$ cat src/verilog/radio_settings.svh
////////////////////////////////////////////////////////////////////////////
// Radio core settings map
// Register addresses, readback selectors and field widths
////////////////////////////////////////////////////////////////////////////
`ifndef RADIO_SETTINGS_SVH
`define RADIO_SETTINGS_SVH

// Settings bus register addresses
`define RADIO_BASE      8'd128
`define SR_PKT_LEN      (`RADIO_BASE + 8'd0)
`define SR_RX_CMD       (`RADIO_BASE + 8'd1)
`define SR_TX_SCALE     (`RADIO_BASE + 8'd2)
`define SR_TIME_HI      (`RADIO_BASE + 8'd3)
`define SR_TIME_LO      (`RADIO_BASE + 8'd4)
`define SR_STATUS_CLR   (`RADIO_BASE + 8'd5)
`define SR_READBACK     (`RADIO_BASE + 8'd6)

// Readback selector codes
`define RB_STATUS       2'd0
`define RB_PKT_LEN      2'd1
`define RB_TX_SCALE     2'd2
`define RB_TIME         2'd3

// Field widths
`define RADIO_SAMPLE_W  32
`define RADIO_TIME_W    64
`define RADIO_PKT_LEN_W 12

// Values after reset, unity gain is 1.0 in Q1.14
`define RADIO_PKT_LEN_RST   12'd4
`define RADIO_TX_SCALE_RST  16'd16384

`endif

$ cat src/verilog/radio_regs_pkg.sv
////////////////////////////////////////////////////////////////////////////
// Radio register types
// Settings bus, readback, control fields and the receive burst states
////////////////////////////////////////////////////////////////////////////
`include "radio_settings.svh"

package radio_regs_pkg;

   // Settings bus fields
   typedef logic [7:0]  set_addr_t;
   typedef logic [31:0] set_data_t;
   typedef logic [63:0] rb_data_t;

   // Control fields
   typedef logic [`RADIO_PKT_LEN_W-1:0] pkt_len_t;
   typedef logic [31:0]                 burst_len_t;
   // Q1.14, 16384 is unity
   typedef logic [15:0]                 tx_scale_t;

   // One write per cycle, no acknowledge
   typedef struct packed {
      logic      stb;
      set_addr_t addr;
      set_data_t data;
   } settings_bus_t;

   // Atomic load of the radio time
   typedef struct packed {
      logic                     load;
      logic [`RADIO_TIME_W-1:0] value;
   } time_load_t;

   // Receive burst machine
   typedef enum logic [1:0] {
      IDLE,
      RUN,
      DRAIN
   } rx_state_e;

endpackage

$ cat src/verilog/radio_stream_pkg.sv
////////////////////////////////////////////////////////////////////////////
// Radio stream types
// Samples, timestamps and the beats of the receive and transmit streams
////////////////////////////////////////////////////////////////////////////
`include "radio_settings.svh"

package radio_stream_pkg;

   // I in the upper half, Q in the lower half
   typedef logic [`RADIO_SAMPLE_W-1:0] sample_t;
   typedef logic signed [15:0]         iq_t;
   typedef logic [`RADIO_TIME_W-1:0]   timestamp_t;

   // tuser carries the time of the first sample of the packet
   typedef struct packed {
      sample_t    tdata;
      logic       tlast;
      timestamp_t tuser;
   } rx_beat_t;

   typedef struct packed {
      sample_t tdata;
      logic    tlast;
   } tx_beat_t;

endpackage

$ cat src/verilog/radio_core_top.sv
////////////////////////////////////////////////////////////////////////////
// Radio core top
// Control block with time counter, receive framer and transmit scaler
////////////////////////////////////////////////////////////////////////////

module radio_core_top (
   input  logic                           ce_clk,
   input  logic                           i_reset,
   input  radio_regs_pkg::settings_bus_t  i_set,
   output radio_regs_pkg::rb_data_t       o_rb_data,
   input  radio_stream_pkg::sample_t      i_rx,
   output radio_stream_pkg::rx_beat_t     o_rx_beat,
   output logic                           o_rx_tvalid,
   input  logic                           i_rx_tready,
   input  radio_stream_pkg::tx_beat_t     i_tx_beat,
   input  logic                           i_tx_tvalid,
   output logic                           o_tx_tready,
   output radio_stream_pkg::sample_t      o_tx
);
   import radio_regs_pkg::*;
   import radio_stream_pkg::*;

   time_load_t time_load;
   timestamp_t time_now;
   pkt_len_t   pkt_len;
   tx_scale_t  tx_scale;
   logic       rx_run;
   logic       rx_final;
   logic       rx_take;
   logic       rx_overflow;
   logic       rx_out_empty;
   logic       tx_underrun;

   radio_ctrl u_ctrl (
      .ce_clk         (ce_clk),
      .i_reset        (i_reset),
      .i_set          (i_set),
      .o_rb_data      (o_rb_data),
      .o_time_load    (time_load),
      .i_time_now     (time_now),
      .o_pkt_len      (pkt_len),
      .o_rx_run       (rx_run),
      .o_rx_final     (rx_final),
      .i_rx_take      (rx_take),
      .i_rx_overflow  (rx_overflow),
      .i_rx_out_empty (rx_out_empty),
      .o_tx_scale     (tx_scale),
      .i_tx_underrun  (tx_underrun)
   );

   radio_time_counter u_time (
      .ce_clk  (ce_clk),
      .i_reset (i_reset),
      .i_load  (time_load),
      .o_time  (time_now)
   );

   // Receive path
   radio_rx_framer u_rx (
      .ce_clk      (ce_clk),
      .i_reset     (i_reset),
      .i_rx        (i_rx),
      .i_time      (time_now),
      .i_run       (rx_run),
      .i_final     (rx_final),
      .i_pkt_len   (pkt_len),
      .o_take      (rx_take),
      .o_overflow  (rx_overflow),
      .o_out_empty (rx_out_empty),
      .o_beat      (o_rx_beat),
      .o_tvalid    (o_rx_tvalid),
      .i_tready    (i_rx_tready)
   );

   // Transmit path
   radio_tx_scaler u_tx (
      .ce_clk     (ce_clk),
      .i_reset    (i_reset),
      .i_beat     (i_tx_beat),
      .i_tvalid   (i_tx_tvalid),
      .o_tready   (o_tx_tready),
      .i_scale    (tx_scale),
      .o_tx       (o_tx),
      .o_underrun (tx_underrun)
   );

endmodule

$ cat src/verilog/radio_ctrl.sv
////////////////////////////////////////////////////////////////////////////
// Radio control
// Settings decode, readback mux, sticky status and receive burst FSM
////////////////////////////////////////////////////////////////////////////
`include "radio_settings.svh"

module radio_ctrl (
   input  logic                           ce_clk,
   input  logic                           i_reset,
   input  radio_regs_pkg::settings_bus_t  i_set,
   output radio_regs_pkg::rb_data_t       o_rb_data,
   output radio_regs_pkg::time_load_t     o_time_load,
   input  radio_stream_pkg::timestamp_t   i_time_now,
   output radio_regs_pkg::pkt_len_t       o_pkt_len,
   output logic                           o_rx_run,
   output logic                           o_rx_final,
   input  logic                           i_rx_take,
   input  logic                           i_rx_overflow,
   input  logic                           i_rx_out_empty,
   output radio_regs_pkg::tx_scale_t      o_tx_scale,
   input  logic                           i_tx_underrun
);
   import radio_regs_pkg::*;

   rx_state_e  state;
   burst_len_t remaining;
   pkt_len_t   pkt_len;
   tx_scale_t  tx_scale;
   set_data_t  time_hi;
   logic [1:0] rb_sel;
   logic       overflow_flag;
   logic       underrun_flag;
   logic       wr_rx_cmd;
   logic       wr_clr;
   rb_data_t   status_word;

   assign wr_rx_cmd = i_set.stb && (i_set.addr == `SR_RX_CMD) && (i_set.data != '0);
   assign wr_clr    = i_set.stb && (i_set.addr == `SR_STATUS_CLR);

   // Low word write commits the staged high word with it
   assign o_time_load.load  = i_set.stb && (i_set.addr == `SR_TIME_LO);
   assign o_time_load.value = {time_hi, i_set.data};

   assign o_pkt_len  = pkt_len;
   assign o_tx_scale = tx_scale;
   assign o_rx_run   = (state == RUN);
   assign o_rx_final = (remaining == burst_len_t'(1));

   ////////////////////////////////////////////////////////////////////////////
   // Settings registers
   ////////////////////////////////////////////////////////////////////////////
   always_ff @(posedge ce_clk) begin
      if (i_reset) begin
         pkt_len  <= `RADIO_PKT_LEN_RST;
         tx_scale <= `RADIO_TX_SCALE_RST;
         time_hi  <= '0;
         rb_sel   <= `RB_STATUS;
      end else if (i_set.stb) begin
         case (i_set.addr)
            `SR_PKT_LEN: begin
               // Zero length would never close a packet
               if (i_set.data[`RADIO_PKT_LEN_W-1:0] != '0) begin
                  pkt_len <= i_set.data[`RADIO_PKT_LEN_W-1:0];
               end
            end
            `SR_TX_SCALE: tx_scale <= i_set.data[15:0];
            `SR_TIME_HI:  time_hi  <= i_set.data;
            `SR_READBACK: rb_sel   <= i_set.data[1:0];
            default: ;
         endcase
      end
   end

   // Sticky flags where a new event wins over a clear in the same cycle
   always_ff @(posedge ce_clk) begin
      if (i_reset) begin
         overflow_flag <= 1'b0;
         underrun_flag <= 1'b0;
      end else begin
         if (wr_clr) begin
            overflow_flag <= 1'b0;
            underrun_flag <= 1'b0;
         end
         if (i_rx_overflow) overflow_flag <= 1'b1;
         if (i_tx_underrun) underrun_flag <= 1'b1;
      end
   end

   ////////////////////////////////////////////////////////////////////////////
   // Receive burst FSM
   ////////////////////////////////////////////////////////////////////////////
   always_ff @(posedge ce_clk) begin
      if (i_reset) begin
         state     <= IDLE;
         remaining <= '0;
      end else begin
         case (state)
            IDLE: begin
               if (wr_rx_cmd) begin
                  remaining <= i_set.data;
                  state     <= RUN;
               end
            end
            RUN: begin
               if (i_rx_take) begin
                  remaining <= remaining - 1'b1;
                  if (o_rx_final) state <= DRAIN;
               end
            end
            DRAIN: begin
               // Wait for the last beat to leave the framer
               if (i_rx_out_empty) state <= IDLE;
            end
            default: state <= IDLE;
         endcase
      end
   end

   // Readback
   assign status_word = {61'd0, (state != IDLE), underrun_flag, overflow_flag};

   always_ff @(posedge ce_clk) begin
      case (rb_sel)
         `RB_STATUS:   o_rb_data <= status_word;
         `RB_PKT_LEN:  o_rb_data <= rb_data_t'(pkt_len);
         `RB_TX_SCALE: o_rb_data <= rb_data_t'(tx_scale);
         `RB_TIME:     o_rb_data <= i_time_now;
      endcase
   end

   // Nothing left in the framer while idle
   a_idle_quiet: assert property (@(posedge ce_clk) disable iff (i_reset)
      (state == IDLE) |-> i_rx_out_empty);

   a_take_in_run: assert property (@(posedge ce_clk) disable iff (i_reset)
      i_rx_take |-> (state == RUN));

endmodule

$ cat src/verilog/radio_rx_framer.sv
////////////////////////////////////////////////////////////////////////////
// Receive framer
// Packs ADC samples into timestamped packets and flags overflow
////////////////////////////////////////////////////////////////////////////

module radio_rx_framer (
   input  logic                          ce_clk,
   input  logic                          i_reset,
   input  radio_stream_pkg::sample_t     i_rx,
   input  radio_stream_pkg::timestamp_t  i_time,
   input  logic                          i_run,
   input  logic                          i_final,
   input  radio_regs_pkg::pkt_len_t      i_pkt_len,
   output logic                          o_take,
   output logic                          o_overflow,
   output logic                          o_out_empty,
   output radio_stream_pkg::rx_beat_t    o_beat,
   output logic                          o_tvalid,
   input  logic                          i_tready
);
   import radio_regs_pkg::*;
   import radio_stream_pkg::*;

   pkt_len_t   count;
   pkt_len_t   count_next;
   timestamp_t first_ts;
   timestamp_t beat_ts;
   rx_beat_t   beat_q;
   logic       valid_q;
   logic       pending;
   logic       capture;
   logic       end_of_pkt;

   // Beat still waiting for the sink, so a new sample is dropped
   assign pending    = valid_q && !i_tready;
   assign capture    = i_run && !pending;
   assign count_next = count + 1'b1;
   assign end_of_pkt = (count_next >= i_pkt_len) || i_final;
   assign beat_ts    = (count == '0) ? i_time : first_ts;

   // Every sample offered in a run is consumed
   assign o_take      = i_run;
   assign o_overflow  = i_run && pending;
   assign o_out_empty = !valid_q;
   assign o_beat      = beat_q;
   assign o_tvalid    = valid_q;

   ////////////////////////////////////////////////////////////////////////////
   // Packet position and output valid
   ////////////////////////////////////////////////////////////////////////////
   always_ff @(posedge ce_clk) begin
      if (i_reset) begin
         valid_q <= 1'b0;
         count   <= '0;
      end else if (capture) begin
         valid_q <= 1'b1;
         count   <= end_of_pkt ? '0 : count_next;
      end else begin
         if (i_tready) valid_q <= 1'b0;
         // Dropped last sample still ends the burst
         if (i_run && i_final) count <= '0;
      end
   end

   // Beat payload and first sample time
   always_ff @(posedge ce_clk) begin
      if (capture) begin
         beat_q.tdata <= i_rx;
         beat_q.tlast <= end_of_pkt;
         beat_q.tuser <= beat_ts;
         if (count == '0) first_ts <= i_time;
      end
   end

   a_hold_beat: assert property (@(posedge ce_clk) disable iff (i_reset)
      (o_tvalid && !i_tready) |=> (o_tvalid && $stable(o_beat)));

endmodule

$ cat src/verilog/radio_time_counter.sv
////////////////////////////////////////////////////////////////////////////
// Radio time counter
// Free-running 64-bit time with an atomic load
////////////////////////////////////////////////////////////////////////////

module radio_time_counter (
   input  logic                          ce_clk,
   input  logic                          i_reset,
   input  radio_regs_pkg::time_load_t    i_load,
   output radio_stream_pkg::timestamp_t  o_time
);
   import radio_stream_pkg::*;

   timestamp_t time_q;

   // Loaded value shows next cycle and counts on from there
   always_ff @(posedge ce_clk) begin
      if (i_reset) begin
         time_q <= '0;
      end else if (i_load.load) begin
         time_q <= i_load.value;
      end else begin
         time_q <= time_q + 1'b1;
      end
   end

   assign o_time = time_q;

   a_step_one: assert property (@(posedge ce_clk) disable iff (i_reset)
      !i_load.load |=> (o_time == $past(o_time) + 1'b1));

endmodule

$ cat src/verilog/radio_tx_scaler.sv
////////////////////////////////////////////////////////////////////////////
// Transmit scaler
// Saturating Q1.14 gain on the DAC stream, with underrun detection
////////////////////////////////////////////////////////////////////////////

module radio_tx_scaler (
   input  logic                         ce_clk,
   input  logic                         i_reset,
   input  radio_stream_pkg::tx_beat_t   i_beat,
   input  logic                         i_tvalid,
   output logic                         o_tready,
   input  radio_regs_pkg::tx_scale_t    i_scale,
   output radio_stream_pkg::sample_t    o_tx,
   output logic                         o_underrun
);
   import radio_stream_pkg::*;

   logic ready_q;
   logic accept;
   logic in_burst;

   // Product >>> 14, clipped to the 16-bit range
   function automatic iq_t scale_iq(iq_t x, logic signed [15:0] g);
      logic signed [31:0] prod;
      logic signed [17:0] shifted;
      prod    = x * g;
      shifted = prod[31:14];
      if (shifted > 18'sd32767) begin
         return 16'sh7fff;
      end else if (shifted < -18'sd32768) begin
         return 16'sh8000;
      end
      return shifted[15:0];
   endfunction

   // Output register refills every cycle, so ready after reset
   always_ff @(posedge ce_clk) begin
      if (i_reset) begin
         ready_q <= 1'b0;
      end else begin
         ready_q <= 1'b1;
      end
   end

   assign o_tready = ready_q;
   assign accept   = i_tvalid && ready_q;

   always_ff @(posedge ce_clk) begin
      if (i_reset) begin
         o_tx <= '0;
      end else if (accept) begin
         o_tx <= {scale_iq(i_beat.tdata[31:16], i_scale),
                  scale_iq(i_beat.tdata[15:0], i_scale)};
      end else begin
         o_tx <= '0;
      end
   end

   // Inside a burst from a beat without tlast until tlast
   always_ff @(posedge ce_clk) begin
      if (i_reset) begin
         in_burst <= 1'b0;
      end else if (accept) begin
         in_burst <= !i_beat.tlast;
      end
   end

   assign o_underrun = in_burst && !i_tvalid;

   a_no_underrun_after_last: assert property (@(posedge ce_clk) disable iff (i_reset)
      (accept && i_beat.tlast) |=> !o_underrun);

endmodule
$ cat config.mk
export PLATFORM = sky130hd
export DESIGN_NAME = radio_core_top
export DESIGN_NICKNAME = d
export VERILOG_FILES = /design/src/verilog/radio_regs_pkg.sv /design/src/verilog/radio_stream_pkg.sv /design/src/verilog/radio_core_top.sv /design/src/verilog/radio_ctrl.sv /design/src/verilog/radio_rx_framer.sv /design/src/verilog/radio_time_counter.sv /design/src/verilog/radio_tx_scaler.sv
export VERILOG_INCLUDE_DIRS = /design/src /design/src/verilog
export SDC_FILE = /design/constraint.sdc
export NUM_CORES = 2
export LEC_CHECK = 0
export BUFFER_PORTS_ARGS = -buffer_cell sky130_fd_sc_hd__buf_2
export CAP_MARGIN = 20
export CORE_ASPECT_RATIO = 0.7
export CORE_MARGIN = 8
export CORE_UTILIZATION = 45
export DETAILED_ROUTE_END_ITERATION = 8
export PLACE_DENSITY_LB_ADDON = 0.25
export SKIP_CTS_REPAIR_TIMING = 1
export SLEW_MARGIN = 20
export SYNTH_ARGS = -nofsm -noshare
export SYNTH_HDL_FRONTEND = slang
export SYNTH_SLANG_ARGS = --single-unit
export TNS_END_PERCENT = 100
$ cat constraint.sdc
create_clock -name ce_clk -period 8.9 [get_ports ce_clk]
set_clock_uncertainty 0.1 [all_clocks]
set_input_delay 0.445 -clock ce_clk [delete_from_list [all_inputs] [get_ports ce_clk]]
set_output_delay 0.445 -clock ce_clk [all_outputs]
set_load 0.01 [all_outputs]
# --- Word-level counts from Yosys, hierarchy flattened ---
# Cells that the tools add are included.
classes:
  bitwise_logic: 1
  n_mul: 2
  order_cmp: 5
  n_eq_ne: 16
  mux: 31
  reduce_logical: 34
  addsub: 3
op_table:
  columns: ["cell", "n"]
  rows:
  - ["$pmux 64 s4", 1]
  - ["$mux 16", 6]
  - ["$add 64x1->64 const B", 1]
  - ["$mul 16x16->32", 2]
  - ["$mux 64", 1]
  - ["$pmux 32 s2", 1]
  - ["$eq 8x8->1 const B", 7]
  - ["$gt 18x16->1 const B", 2]
  - ["$lt 18x16->1 const B", 2]
  - ["$mux 12", 3]
  - ["$eq 32x1->1 const B", 1]
  - ["$mux 32", 1]
  - ["$reduce_bool 32->1", 1]
  - ["$sub 32x1->32 const B", 1]
  - ["$mux 1", 14]
  - ["$add 12x1->12 const B", 1]
  - ["$ge 12x12->1", 1]
  - ["$logic_not 12->1", 1]
  - ["$reduce_bool 12->1", 1]
  - ["$reduce_bool 2->1", 6]
  - ["$logic_and 1x1->1", 10]
  - ["$reduce_and 2->1", 5]
  - ["$eq 2x2->1 const B", 3]
  - ["$mux 2", 3]
  - ["10 further kinds", 17]
totals:
  output_inout_bits: 195
  elab_cells: 110
  regBits: 370

# --- Depth between registers and ports, before layout ---
logic_depth:
  ltp_word: 7
  mapped_depth: 27

# --- By module ---
# Synthesis repeated with hierarchy kept, for this count alone.
hier_totals:
  hier_cells: 3713
  area_unflattened_um2: 35012.3
by_module_without_submodules:
  columns: ["mod", "area_each_um2", "cells_per_inst", "instances"]
  rows:
  - ["radio_tx_scaler", 20239.4, 2203, 1]
  - ["radio_ctrl", 6961.7, 806, 1]
  - ["radio_rx_framer", 4042.6, 234, 1]
  - ["radio_time_counter", 3768.6, 470, 1]

# --- Least setup slack after synthesis ---
# Ideal clock, no wire load.
synth_timing:
  kind: "input port to flip-flop"
  start: "input port i_tx_beat[32] in the netlist's numbering"
  end: "register u_tx.o_tx[30]"
  t_required_ns: 8.686
  t_arrival_ns: 6.433
  path_buffers: 2
  setup_ns: 0.114
  path_stages: 22
  setup_slack_ns: 2.253
  cell_sequence: "clkbuf_1 nand2_1 fa_1 inv_1 fa_1 fa_1 fa_1 fa_1 inv_1 fa_1 inv_1 ha_1 a21o_1 a31o_1 a221oi_2 nand2b_1 o311ai_1 a21oi_2 xnor2_1 a31o_2 buf_2 a21o_1"
synth_via:
  elab_chain_len: 7
  word_cells_on_any_way: 9
  classes_between: "1 x mul; 2 x order compare; 6 x mux"
synth_rtl:
  columns: ["item", "line_no", "source"]
  rows:
  - ["from (decl)", "radio_core_top.sv:15", "input radio_stream_pkg::tx_beat_t i_tx_beat,"]
  - ["$mul 16x16->32 (*)", "radio_tx_scaler.sv:26", "prod = x * g;"]
  - ["$lt 18x16->1", "radio_tx_scaler.sv:30", "end else if (shifted < -18'sd32768) begin"]
  - ["$mux 1", "radio_tx_scaler.sv:30", null]
  - ["$mux 1", "radio_tx_scaler.sv:28", "if (shifted > 18'sd32767) begin"]
  - ["$mux 1", "radio_tx_scaler.sv:51", "end else if (accept) begin"]
  - ["$mux 1", "radio_tx_scaler.sv:49", "if (i_reset) begin"]
  - ["$mux 16 (*)", "radio_tx_scaler.sv:33", "return shifted[15:0];"]
  - ["to (signal assigned)", "radio_tx_scaler.sv:52", "o_tx <= {scale_iq(i_beat.tdata[31:16], i_scale),"]
  - ["to (decl)", "radio_tx_scaler.sv:13", "output radio_stream_pkg::sample_t o_tx,"]
# Every way passes the cells marked *; elsewhere a longest branch is shown, timed or not. The select of a mux whose other input is x is not followed.
# A chain may end at the register's enable or synchronous reset.

# --- Final worst setup path ---
layout_timing:
  start: "register u_ctrl.tx_scale[4] (netlist: u_ctrl.o_tx_scale[4])"
  end: "register u_tx.o_tx[11]"
layout_via:
  elab_chain_len: 7
  word_cells_on_any_way: 9
  classes_between: "1 x mul; 2 x order compare; 6 x mux"
layout_rtl:
  columns: ["item", "line_no", "source"]
  rows:
  - ["from (decl)", "radio_ctrl.sv:28", "tx_scale_t tx_scale;"]
  - ["from (signal assigned)", "radio_ctrl.sv:55", "tx_scale <= `RADIO_TX_SCALE_RST;"]
  - ["from (signal assigned)", "radio_ctrl.sv:66", "`SR_TX_SCALE: tx_scale <= i_set.data[15:0];"]
  - ["$mul 16x16->32 (*)", "radio_tx_scaler.sv:26", null]
  - ["$lt 18x16->1", "radio_tx_scaler.sv:30", null]
  - ["$mux 1", "radio_tx_scaler.sv:30", null]
  - ["$mux 1", "radio_tx_scaler.sv:28", null]
  - ["$mux 1", "radio_tx_scaler.sv:51", null]
  - ["$mux 1", "radio_tx_scaler.sv:49", null]
  - ["$mux 16 (*)", "radio_tx_scaler.sv:33", null]
# Marks and branches as above.

==> impl_metrics.ini <==
[outcome]
status = finished, final reports clean

[sta]
setup_tns_ns = 0
drv_slew = 0
rsz0062_at_grt = false
setup_viol = 0
relSlewSlack = 0.2717
period_needed_ns = 7.425
hold_violations = 0
worstMarginPinSlew_ns = 1.093
fmax_ghz = 0.1347
timing.final.crit_share = 0.8342

[route]
viasPerCell = 5.156
drc = 0
detail-route-antenna-nets = 0
route.vias.total = 24770
firstDrtPassIters = 5
wl_mm = 93.91
drtIter0Drc = 2156
avgRoutedWirePerCell_um = 19.55

[yosys]
synth.ff_latch_count = 370
synth_fp_nets = 4344
synth_cell_types = 81
synthArstFlopShare = 0
syn-cell-area_um2 = 33630
ys_warn_count = 0
yosysSeqAreaShare = 0.2491
synth_edf_count = 97
yosys_most_used_dff = dfxtp_1
synth_cells = 3537
synth.avg_cell_area_um2 = 9.509

[critical_path]
path_max_fanout = 29
end_kind = flop
crit_type = flop to flop
arrival_ns = 7.77
start_kind = flop
cp.required_ns = 9.24

[place]
hpwl_mm = 73.68
placed_cells = 4700
place.gp.congestion = 0.8726
port_buffers = 304

[clock_tree]
path_clk_slew_ns = 0.06
clock_path_buffers = 3
cts_tree = built
cts_root_buffer = clkbuf_16
htreeDepth = 2
clk_latency_ns = 0.59
cts_sinks = 370
numCtsBuffers = 39

[grt]
use_met1 = 0.3500
first_global_vias = 24850
grtUsageMet3 = 0.05587
busiest_layer = met1
grt_max_degree = 96
grt_use_met2 = 0.3081
grt_overflow = 0
grt_pass1_wl_mm = 147.9
track_usage = 0.2234
antenna_found_initial = 3

[pwr]
ir_drop_mv = 0.1011
p_leak_nw = 18.18
power.density_nw_per_um2 = 98.30

[finish]
finalNonFillerCells = 4804
areaGrowthSynthToFinish_pct = 11.87
drive_gt1_frac = 0.1151
fin_nets = 4592

[floorplan]
die_h_um = 244.7
rows = 84
core_area_um2 = 74520
die_area_um2 = 83890
die_w_um = 342.8
ioPinCount = 305
initial_core_util = 0.4514

[run]
drv_cap = 0

[min_path]
hp-class = input pin to flop
-- cell type report --
class | instances | area, µm²
inverters | 640 | 2402
repair buffers | 367 | 2079
clock buffers | 46 | 1023
well taps | 989 | 1237
multi-input cells | 2367 | 22250
clock inverters | 24 | 247.7
fillers | 6875 | 36890
diodes | 1 | 2.502
flip-flops and latches | 370 | 8381
-- worst paths after layout --
kind,startpoint,end,slack [ns],depth (start not counted)
setup / recovery,u_ctrl.o_tx_scale[4],u_tx.o_tx[11],1.48,18
hold / removal,i_tx_tvalid,u_tx.in_burst,0.03,2
setup reg to reg,u_ctrl.o_tx_scale[4],u_tx.o_tx[11],1.48,18
hold reg to reg,u_ctrl.time_hi[31],u_time.o_time[63],0.35,2
-- power breakdown --
part,internal (mW),switching (mW),leakage [nW]
logic,0.104,0.193,14.5
registers,1.73,0.00757,3.10
clock network,0.948,0.714,0.615
-- placed cells by master, fill, tap and decap left out, types with 6 or more instances in the layout --
cell type / synthesis / layout
mux2_2: 9 / 9
and3_1: 67 / 66
a21o_1: 56 / 56
dfxtp_1: 273 / 271
nand2_1: 425 / 425
xnor2_1: 59 / 59
nor3_1: 33 / 33
a211oi_1: 54 / 54
inv_1: 639 / 639
and4_1: 10 / 10
ha_1: 175 / 175
or3_1: 21 / 20
dlygate4sd3_1: 0 / 33
a2111oi_0: 7 / 7
nor4_1: 18 / 18
nand2b_1: 21 / 21
xor2_1: 54 / 54
a31oi_1: 11 / 11
nor2b_1: 16 / 16
edfxtp_1: 97 / 97
and2_1: 251 / 251
nand4_1: 24 / 24
nand3_1: 43 / 43
nor2_1: 173 / 173
fa_1: 522 / 522
clkbuf_16: 0 / 40
a22o_1: 10 / 10
clkbuf_1: 147 / 6
mux2i_1: 20 / 20
buf_4: 0 / 31
a311oi_1: 19 / 19
buf_2: 8 / 303
a21oi_1: 114 / 114
clkinv_2: 0 / 6
o21ai_0: 56 / 56
-- registers in the layout, indices dropped and copies added (netlist names) --
register	flops
u_ctrl.o_rb_data	64
u_rx.first_ts	64
u_time.o_time	64
u_rx.o_beat	33
u_ctrl.remaining	32
u_ctrl.time_hi	32
u_tx.o_tx	32
u_ctrl.o_tx_scale	16
u_ctrl.o_pkt_len	12
u_rx.count	12
u_ctrl.rb_sel	2
u_ctrl.state	2
u_ctrl.overflow_flag	1
u_ctrl.underrun_flag	1
u_rx.o_tvalid	1
u_tx.in_burst	1
u_tx.o_tready	1
-- stage by stage --
stage	power, mW	worst slack (ns)	instance area [µm²]	hold slack [ns]	util
3_5_place_dp	2.057	1.507	36020	0.3467	0.4834
2_1_floorplan	1.932	2.253	33630	0.3064	-
4_1_cts	3.717	1.477	37290	-0.08129	0.5005
6_report	3.699	1.475	37630	0.02592	0.5050
5_1_grt	3.828	0.9583	37620	0.04124	0.5049
3_3_place_gp	2.059	1.569	36020	0.3441	0.4834
-- cells in the mapped netlist, types with 5 or more instances --
| master | instances | area (µm²) |
|---|---|---|
| inv_1 | 639 | 2399 |
| o31ai_1 | 5 | 37.54 |
| edfxtp_1 | 97 | 2913 |
| o21ai_1 | 5 | 25.02 |
| and4_1 | 10 | 87.58 |
| ha_1 | 175 | 2190 |
| mux2_2 | 9 | 101.4 |
| a211oi_1 | 54 | 405.4 |
| nand2b_1 | 21 | 131.4 |
| fa_1 | 522 | 10450 |
| buf_2 | 8 | 40.04 |
| a22o_1 | 10 | 87.58 |
| mux2i_1 | 20 | 200.2 |
| and3_1 | 67 | 419.2 |
| o21ai_0 | 56 | 280.3 |
| nor3_1 | 33 | 165.2 |
| nand4_1 | 24 | 150.1 |
| nand2_1 | 425 | 1595 |
| a21oi_1 | 114 | 570.6 |
| nor2_1 | 173 | 649.4 |
| a2111oi_0 | 7 | 61.31 |
| nor4_1 | 18 | 112.6 |
| a21o_1 | 56 | 420.4 |
| clkbuf_1 | 147 | 551.8 |
| nand3_1 | 43 | 215.2 |
| a22oi_1 | 5 | 37.54 |
| and2_1 | 251 | 1570 |
| nor2b_1 | 16 | 100.1 |
| dfxtp_1 | 273 | 5465 |
| xnor2_1 | 59 | 516.8 |
| nand3b_1 | 5 | 37.54 |
| a311oi_1 | 19 | 166.4 |
| or3_1 | 21 | 131.4 |
| a31oi_1 | 11 | 68.82 |
| xor2_1 | 54 | 473.0 |
-- critical path, stage by stage, from the launching register on --
cell	delay (ns)
dfxtp_1	1.01
nand2_1	0.31
fa_1	0.62
inv_1	0.07
fa_1	0.77
fa_1	0.52
fa_1	0.50
fa_1	0.49
inv_1	0.05
fa_1	0.48
inv_1	0.05
ha_1	0.33
a2111oi_0	0.55
nand2_1	0.12
o31ai_1	0.27
nand3b_1	0.16
o2bb2a_1	0.30
and4b_1	0.37
a21o_1	0.24
-- per-layer routing --
| layer | up-vias | routed length [µm] | share of wire |
|---|---|---|---|
| met1 | 12210 | 45790 | 0.49 |
| met3 | 97 | 9032 | 0.096 |
| met5 | - | 0 | 0 |
| met2 | 862 | 37330 | 0.40 |
| met4 | 0 | 1763 | 0.019 |
| li1 | 11600 | - | - |
-- kinds of logic (layout without fill, tap and decap cells) --
logic type | after synthesis | after routing | share of synthesized area
other | 0 | 1 | 0
adders and majority gates | 697 | 697 | 0.3758
xor gates and xnor gates | 113 | 113 | 0.02942
buffers and inverters | 800 | 1077 | 0.08980
and+or+nand+nor | 1140 | 1140 | 0.1692
DFF | 370 | 370 | 0.2491
muxes | 32 | 32 | 0.01097
AOI/OAI and AO/OA | 385 | 385 | 0.07570
Note: power is estimated with default switching activity, not from simulation.
